**src/l1d_pkg.sv**
```systemverilog
`default_nettype none

package l1d_pkg;

    // Byte address and data word widths
    localparam int ADDR_W = 32;
    localparam int WORD_W = 32;

    typedef logic [ADDR_W-1:0] addr_t;
    typedef logic [WORD_W-1:0] word_t;

    // Controller states
    // IDLE       waits for a client request
    // LOOKUP     compares the tags of all ways for the registered request
    // WB_REQ     writes the dirty victim block to the next level
    // FILL_REQ   requests the missing block
    // FILL_WAIT  waits for the refill data
    // RESPOND    holds the read data until the client takes it
    typedef enum logic [2:0] {
        IDLE      = 3'd0,
        LOOKUP    = 3'd1,
        WB_REQ    = 3'd2,
        FILL_REQ  = 3'd3,
        FILL_WAIT = 3'd4,
        RESPOND   = 3'd5
    } ctrl_state_e;

endpackage

`default_nettype wire

```
**src/l1d_way_if.sv**
```systemverilog
`timescale 1ns/1ps
`default_nettype none

interface l1d_way_if #(
    parameter int NUM_SETS    = 16,
    parameter int BLOCK_WORDS = 4
);
    import l1d_pkg::*;

    localparam int IDX_W   = $clog2(NUM_SETS);
    localparam int OFF_W   = $clog2(BLOCK_WORDS);
    localparam int BYTE_W  = $clog2(WORD_W / 8);
    localparam int TAG_W   = ADDR_W - IDX_W - OFF_W - BYTE_W;
    localparam int BLOCK_W = BLOCK_WORDS * WORD_W;

    // Controller to way
    logic [IDX_W-1:0]   set_idx;
    logic [TAG_W-1:0]   tag;
    logic [OFF_W-1:0]   word_sel;
    logic               wr_word_en;
    word_t              wr_word;
    logic               fill_en;
    logic [BLOCK_W-1:0] fill_block;
    logic               clean_en;

    // Way to merge
    logic               hit;
    logic [TAG_W-1:0]   way_tag;
    logic [BLOCK_W-1:0] way_block;
    logic               way_valid;
    logic               way_dirty;

    modport ctrl (
        output set_idx, tag, word_sel, wr_word_en, wr_word, fill_en, fill_block, clean_en
    );

    modport way (
        input  set_idx, tag, word_sel, wr_word_en, wr_word, fill_en, fill_block, clean_en,
        output hit, way_tag, way_block, way_valid, way_dirty
    );

    // Word offset is needed to pick the read word out of the hitting block
    modport merge (
        input word_sel, hit, way_tag, way_block, way_valid, way_dirty
    );

endinterface

`default_nettype wire

```
**src/l1d_way.sv**
```systemverilog
`timescale 1ns/1ps
`default_nettype none

module l1d_way #(
    parameter int NUM_SETS    = 16,
    parameter int BLOCK_WORDS = 4
) (
    input  logic    clk_i,
    input  logic    rstn_i,
    l1d_way_if.way  way_o
);
    import l1d_pkg::*;

    localparam int IDX_W   = $clog2(NUM_SETS);
    localparam int OFF_W   = $clog2(BLOCK_WORDS);
    localparam int BYTE_W  = $clog2(WORD_W / 8);
    localparam int TAG_W   = ADDR_W - IDX_W - OFF_W - BYTE_W;
    localparam int BLOCK_W = BLOCK_WORDS * WORD_W;

    logic [TAG_W-1:0]    tag_r   [NUM_SETS];
    logic [BLOCK_W-1:0]  block_r [NUM_SETS];
    logic [NUM_SETS-1:0] valid_r;
    logic [NUM_SETS-1:0] dirty_r;

    logic [IDX_W-1:0] set_idx;
    logic [OFF_W-1:0] word_sel;

    assign set_idx  = way_o.set_idx;
    assign word_sel = way_o.word_sel;

    // Asynchronous read of the addressed set
    assign way_o.way_tag   = tag_r[set_idx];
    assign way_o.way_block = block_r[set_idx];
    assign way_o.way_valid = valid_r[set_idx];
    assign way_o.way_dirty = dirty_r[set_idx];
    assign way_o.hit       = valid_r[set_idx] && (tag_r[set_idx] == way_o.tag);

    always_ff @(posedge clk_i) begin
        if (!rstn_i) begin
            valid_r <= '0;
            dirty_r <= '0;
        end else if (way_o.fill_en) begin
            // A fresh block is clean
            valid_r[set_idx] <= 1'b1;
            dirty_r[set_idx] <= 1'b0;
        end else if (way_o.wr_word_en) begin
            dirty_r[set_idx] <= 1'b1;
        end else if (way_o.clean_en) begin
            dirty_r[set_idx] <= 1'b0;
        end
    end

    always_ff @(posedge clk_i) begin
        if (way_o.fill_en) begin
            tag_r[set_idx]   <= way_o.tag;
            block_r[set_idx] <= way_o.fill_block;
        end else if (way_o.wr_word_en) begin
            block_r[set_idx][word_sel*WORD_W +: WORD_W] <= way_o.wr_word;
        end
    end

endmodule

`default_nettype wire

```
**src/flat_wrapper.sv**
```systemverilog
// flat-port wrapper written by rule: the top's interface ports become plain ports
module l1d_way_flat import l1d_pkg::*;
#(
    parameter int NUM_SETS    = 16,
    parameter int BLOCK_WORDS = 4
)
  (clk_i, rstn_i, way_o_set_idx, way_o_tag, way_o_word_sel, way_o_wr_word_en, way_o_wr_word, way_o_fill_en, way_o_fill_block, way_o_clean_en, way_o_hit, way_o_way_tag, way_o_way_block, way_o_way_valid, way_o_way_dirty);
  l1d_way_if #(.NUM_SETS(NUM_SETS), .BLOCK_WORDS(BLOCK_WORDS)) way_o_i ();
  input  logic clk_i;
  input  logic rstn_i;
  input wire logic [$bits(way_o_i.set_idx)-1:0] way_o_set_idx;
  input wire logic [$bits(way_o_i.tag)-1:0] way_o_tag;
  input wire logic [$bits(way_o_i.word_sel)-1:0] way_o_word_sel;
  input wire logic [$bits(way_o_i.wr_word_en)-1:0] way_o_wr_word_en;
  input wire logic [$bits(way_o_i.wr_word)-1:0] way_o_wr_word;
  input wire logic [$bits(way_o_i.fill_en)-1:0] way_o_fill_en;
  input wire logic [$bits(way_o_i.fill_block)-1:0] way_o_fill_block;
  input wire logic [$bits(way_o_i.clean_en)-1:0] way_o_clean_en;
  output wire logic [$bits(way_o_i.hit)-1:0] way_o_hit;
  output wire logic [$bits(way_o_i.way_tag)-1:0] way_o_way_tag;
  output wire logic [$bits(way_o_i.way_block)-1:0] way_o_way_block;
  output wire logic [$bits(way_o_i.way_valid)-1:0] way_o_way_valid;
  output wire logic [$bits(way_o_i.way_dirty)-1:0] way_o_way_dirty;
  assign way_o_i.set_idx = way_o_set_idx;
  assign way_o_i.tag = way_o_tag;
  assign way_o_i.word_sel = way_o_word_sel;
  assign way_o_i.wr_word_en = way_o_wr_word_en;
  assign way_o_i.wr_word = way_o_wr_word;
  assign way_o_i.fill_en = way_o_fill_en;
  assign way_o_i.fill_block = way_o_fill_block;
  assign way_o_i.clean_en = way_o_clean_en;
  assign way_o_hit = way_o_i.hit;
  assign way_o_way_tag = way_o_i.way_tag;
  assign way_o_way_block = way_o_i.way_block;
  assign way_o_way_valid = way_o_i.way_valid;
  assign way_o_way_dirty = way_o_i.way_dirty;
  l1d_way #(.NUM_SETS(NUM_SETS), .BLOCK_WORDS(BLOCK_WORDS)) u_core (.clk_i(clk_i), .rstn_i(rstn_i), .way_o(way_o_i));
endmodule
```
**config.mk**
```make
export PLATFORM = sky130hd
export DESIGN_NAME = l1d_way_flat
export DESIGN_NICKNAME = d
export VERILOG_FILES = /design/src/l1d_pkg.sv /design/src/l1d_way_if.sv /design/src/l1d_way.sv /design/src/flat_wrapper.sv
export SDC_FILE = /design/constraint.sdc
export NUM_CORES = 2
export LEC_CHECK = 0
export ABC_CLOCK_PERIOD_IN_PS = 8189
export BUFFER_PORTS_ARGS = -buffer_cell sky130_fd_sc_hd__buf_2
export CAP_MARGIN = 20
export CORE_ASPECT_RATIO = 2
export CORE_MARGIN = 2
export CORE_UTILIZATION = 29
export CTS_BUF_LIST = sky130_fd_sc_hd__clkbuf_8
export CTS_CLUSTER_DIAMETER = 60
export DETAILED_ROUTE_END_ITERATION = 8
export GPL_TIMING_DRIVEN = 1
export SKIP_LAST_GASP = 1
export SYNTH_ARGS = -nofsm -noshare
export SYNTH_HDL_FRONTEND = slang
export SYNTH_SLANG_ARGS = --single-unit
```
**constraint.sdc**
```tcl
create_clock -name clk_i -period 8.19 [get_ports clk_i]
set_input_delay 0.819 -clock clk_i [delete_from_list [all_inputs] [get_ports clk_i]]
set_output_delay 0.819 -clock clk_i [all_outputs]
set_load 0.03 [all_outputs]
```
# Yosys cells after proc, flatten, opt, wreduce, memory -nomap -nowiden
# Memory sizes are Yosys's and may differ from the RTL's.
# Index checks and enable logic that the tools add are counted.
# totals
input_bits	195
memories	2
wordCells	287
register_bits	32
mem_bits_rw	2432
# memory_table
memory	depth	width	rd	rd_ports_with_merged_regs	write_ports	line	rtl
u_core.block_r	16	128	1	0	1	l1d_way.sv:21	logic [BLOCK_W-1:0] block_r [NUM_SETS];
u_core.tag_r	16	24	1	0	1	l1d_way.sv:20	logic [TAG_W-1:0] tag_r [NUM_SETS];
# op_classes
n_eq_ne	1
add_sub_neg	1
magnitude_cmp	2
n_mux	142
n_bitwise	132
n_reduce_logical	3
n_shift	2
# ops
operator	count
1-bit 2-to-1 mux	135
128-bit 2-to-1 mux	1
1-bit bitwise OR	128
32-bit by 34-bit variable shift with 128-bit output (first input constant)	1
32-bit by 34-bit variable part select with 128-bit output	1
16-bit 2-to-1 mux	3
7-bit negation with 34-bit output	1
16-bit bitwise OR	2
24-bit == test	1
16-bit bitwise AND	1
16-bit NOT	1
1-bit binary-select mux with 4-bit select	2
4-bit by 5-bit < comparator with 1-bit output (second input constant)	1
1-bit demux with 4-bit select	1
4-bit by 1-bit greater-or-equal comparator with 1-bit output (second input constant)	1
3-bit nonzero test	1
1-bit logical AND	2

# Logic depth before layout (Yosys ltp)
# logic_depth
ltp_word	9
ltp_mapped	11
mapped_depth_nobuf	7

# Least setup slack after synthesis
# No wires, ideal clock.
# synth_timing
path_type	input-to-output
startpoint	input way_o_set_idx[1]
endpoint	output way_o_hit
arrival_time_ps	3568
setup_slack_ps	3803
t_required_ps	7371
path_stages	11
path_cell_list	buf_6 > buf_6 > buf_4 > buf_2 > mux2i_1 > a22oi_1 > o21ai_0 > o21ai_0 > xnor2_1 > nand4_1 > nor4_2
# synth_via
elab_chain_cells	3
word_cells_on_any_way	5
classes_between	1 x eq/ne; 2 x mux; 1 x reduce/logical; 1 x memory
# synth_rtl
element	line	rtl
from (decl)	flat_wrapper.sv:11	input wire logic [$bits(way_o_i.set_idx)-1:0] way_o_set_idx;
memory read 16 x 24 bit	--	
via way_o_way_tag[22]	flat_wrapper.sv:20	output wire logic [$bits(way_o_i.way_tag)-1:0] way_o_way_tag;
24-bit == test	l1d_way.sv:36	assign way_o.hit = valid_r[set_idx] && (tag_r[set_idx] == way_o.tag);
1-bit logical AND	l1d_way.sv:36	
to (decl)	flat_wrapper.sv:19	output wire logic [$bits(way_o_i.hit)-1:0] way_o_hit;
# The timed path passes the listed nets, and every way through them passes these cells. The select of a mux whose other input is x is not followed.

# Worst setup path after layout
# layout_timing
startpoint	input way_o_set_idx[1]
endpoint	output way_o_hit
# layout_via
elab_chain_cells	3
word_cells_on_any_way	5
classes_between	1 x eq/ne; 2 x mux; 1 x reduce/logical; 1 x memory
# layout_rtl
element	line
memory read 16 x 24 bit / 1-bit binary-select mux with 4-bit select (equally long branches)	--
24-bit == test / 1-bit 2-to-1 mux (equally long branches)	l1d_way.sv:36
1-bit logical AND (*)	l1d_way.sv:36
# Every way passes the cells marked *; elsewhere a longest branch is shown, timed or not. The select of a mux whose other input is x is not followed.

==> results.yml <==
sta:
  clock_skew_ns: 0
  hold_violations: 0
  period_needed_ns: 5.451
  drv_slew: 0
  setup_viol: 0
  finalCritPeriodShare_pct: 66.56
  maxSlewHeadroom_pct: 20.71
  tns_ns: 0
  clock.fmax_mhz: 183.4
  grt_setup_unrepaired: "false"
  tightest_slew_ns: 1.189
  hold_ws_ns: 0.1588
clocking:
  clkTransAtPathRegs_ns: 0.06
  cts_root_buf: "clkbuf_8"
  cts_max_level: 5
  cts_buffers: 350
  cts.sinks: 2464
  post_cts_buffers: 0
  cts_buffer_depth: 4
  cts_resized: 0
  worstSkewPairLatency_ns: 1.02
  hold_buffers: 0
  cts_tree: "done"
setup_path:
  cp-start-kind: "input port"
  critical_path_class: "input port to output port"
  crit_arrival_ns: 4.63
  worstPathMaxFanout: 67
  cp-end-kind: "output port"
  required_ns: 7.37
placed_design:
  place_area_um2: 102900
  place_hpwl_mm: 160.3
  io_buffers: 349
  gp_congestion: 0.7724
power:
  total_power_w: 0.02546
  p_leak_nw: 33.88
  power_density_nw_per_um2: 232.4
  ir_drop_mv: 0.1466
yosys:
  synth-xor-area-share_pct: 0.1751
  synth_top_family_by_area: "multiplexers"
  syn-cell-area_um2: 95010
  synth_compound_area_share_pct: 2.044
  synthFlopType: "edfxtp_1"
  yosys.area_share.adder_pct: 0.06584
  async_reset_ff_share_pct: 0
  synth_cells: 3944
  synth_nets: 4144
  ys_seq_elements: 2464
  synth_warnings: 0
  synth_edf_count: 2432
  synth_area_per_cell_um2: 24.09
  synthSimpleGateAreaFrac_pct: 0.8283
  synthMuxAreaShare_pct: 18.24
  ys_seq_area_share_pct: 77.54
  ys_types: 50
routing:
  post_drt_wl_per_cell_um: 30.23
  drc: 0
  ant_nets: 0
  dr.pass1.iters: 5
  drt-initial-drc-count: 3879
  postRouteWirelength_mm: 277.5
  vias: 45529
  viasPerCell: 4.960
floorplan:
  chipHeight_um: 813.5
  core-area_um2: 326600
  pin_count: 350
  initial_core_util_pct: 29.09
  dieArea_um2: 332500
  rows: 297
  fp.dieW_um: 408.7
outcome:
  status: "complete, no violations"
global_route:
  grt_use_total_pct: 16.41
  grt_max_degree: 155
  grt.overflow.total: 0
  antenna_found_initial: 59
  grt_pass1_wl_mm: 381.5
  grt_pass1_vias: 48504
min_path:
  hp-class: "input port to register"
cells_and_area:
  fin_area_um2: 109600
  fin_nets: 4752
  syn_to_final_growth_pct: 15.33
  drive_gt1_share_pct: 36.61
flow_run:
  max_cap_violations: 0
## layer usage
metal  GRT usage [%]  routed length (um)  vias up
met5               0                 230        -
met3           4.286               22260      472
met1           19.47              103500    24821
li1                -                   -    18415
met2           28.02              139300     1783
met4           7.110               12260       38
## power by group
group          internal (W)  switching, W
combinational      0.000667       0.00123
clock               0.00460       0.00471
sequential           0.0142     0.0000634
## area by class of cell
cell class | instances | area [um^2]
Inverter | 15 | 63.81
Clock inverter | 261 | 1628
Timing Repair Buffer | 471 | 2865
Clock buffer | 355 | 4886
Tap cell | 4335 | 5424
Antenna cell | 29 | 72.57
Multi-Input combinational cell | 1250 | 20970
Fill cell | 30467 | 217100
Sequential cell | 2464 | 73670
## synth_stat cells, types with 14 or more instances
cell | n | area share [%]
a22o_1 | 132 | 1.2
a22oi_1 | 16 | 0.13
and2_1 | 18 | 0.12
buf_1 | 22 | 0.087
buf_2 | 95 | 0.50
clkbuf_1 | 82 | 0.32
dfxtp_1 | 32 | 0.67
edfxtp_1 | 2432 | 77
mux2i_1 | 39 | 0.41
mux4_2 | 747 | 18
nand2_1 | 33 | 0.13
nor2_1 | 97 | 0.38
o21a_1 | 17 | 0.13
o21ai_0 | 46 | 0.24
xnor2_1 | 14 | 0.13
## worst max-delay path, cell delays in order
cell,delay [ns]
buf_8,0.43
buf_4,0.61
mux4_2,0.40
mux4_2,0.52
or2_0,0.22
a211oi_1,0.85
o211ai_1,0.24
nor4_2,0.22
buf_2,0.26
## flip-flops by register name, indices dropped and copies added (netlist names), named ones only
name,count
u_core.tag_r,384
u_core.valid_r,16
u_core.block_r,2048
## final timing paths
path,startpoint,end,slack (ns),cells past startpoint
worst min-delay path,way_o_tag[1],u_core.tag_r[6][1],0.16,1
worst max register to register,register,register,7.36,3
worst min register to register,u_core.valid_r[10],u_core.valid_r[10],0.47,1
worst max-delay path,way_o_set_idx[1],way_o_hit,2.74,9
## stage by stage
| stage | setup WS [ns] | util (%) | std cells |
|---|---|---|---|
| detailed placement | 2.650 | 31.52 | 8533 |
| global route | 2.595 | 33.53 | 9158 |
| finish | 2.739 | 33.55 | 9180 |
| CTS | 2.632 | 33.51 | 9149 |
| global placement | 2.614 | 31.50 | 8530 |
| floorplan | 3.803 | - | 3944 |
## placed cells by master (no fill, tap or decap), types with 7 or more instances in the layout
cell	count
mux2_2	10
inv_1	115
mux4_2	747
nor2_4	80
bufinv_16	17
a22o_1	132
o21a_1	17
dfxtp_1	32
a22oi_1	16
o21ai_0	46
nor2_1	17
clkinvlp_4	13
edfxtp_1	2432
mux2i_1	39
and2_1	18
buf_4	109
clkinv_2	38
buf_2	346
inv_6	8
clkinv_1	76
xnor2_1	14
diode_2	29
nand2_1	29
a21oi_1	7
clkbuf_8	355
buf_12	10
nand3_1	8
## cell families after synthesis
family | Yosys count
compound gates | 252
fa+ha+maj | 5
buf+inv | 230
flops | 2464
mux | 796
xor+xnor | 19
simple gates | 178
Power figures use the tool's default switching activity.
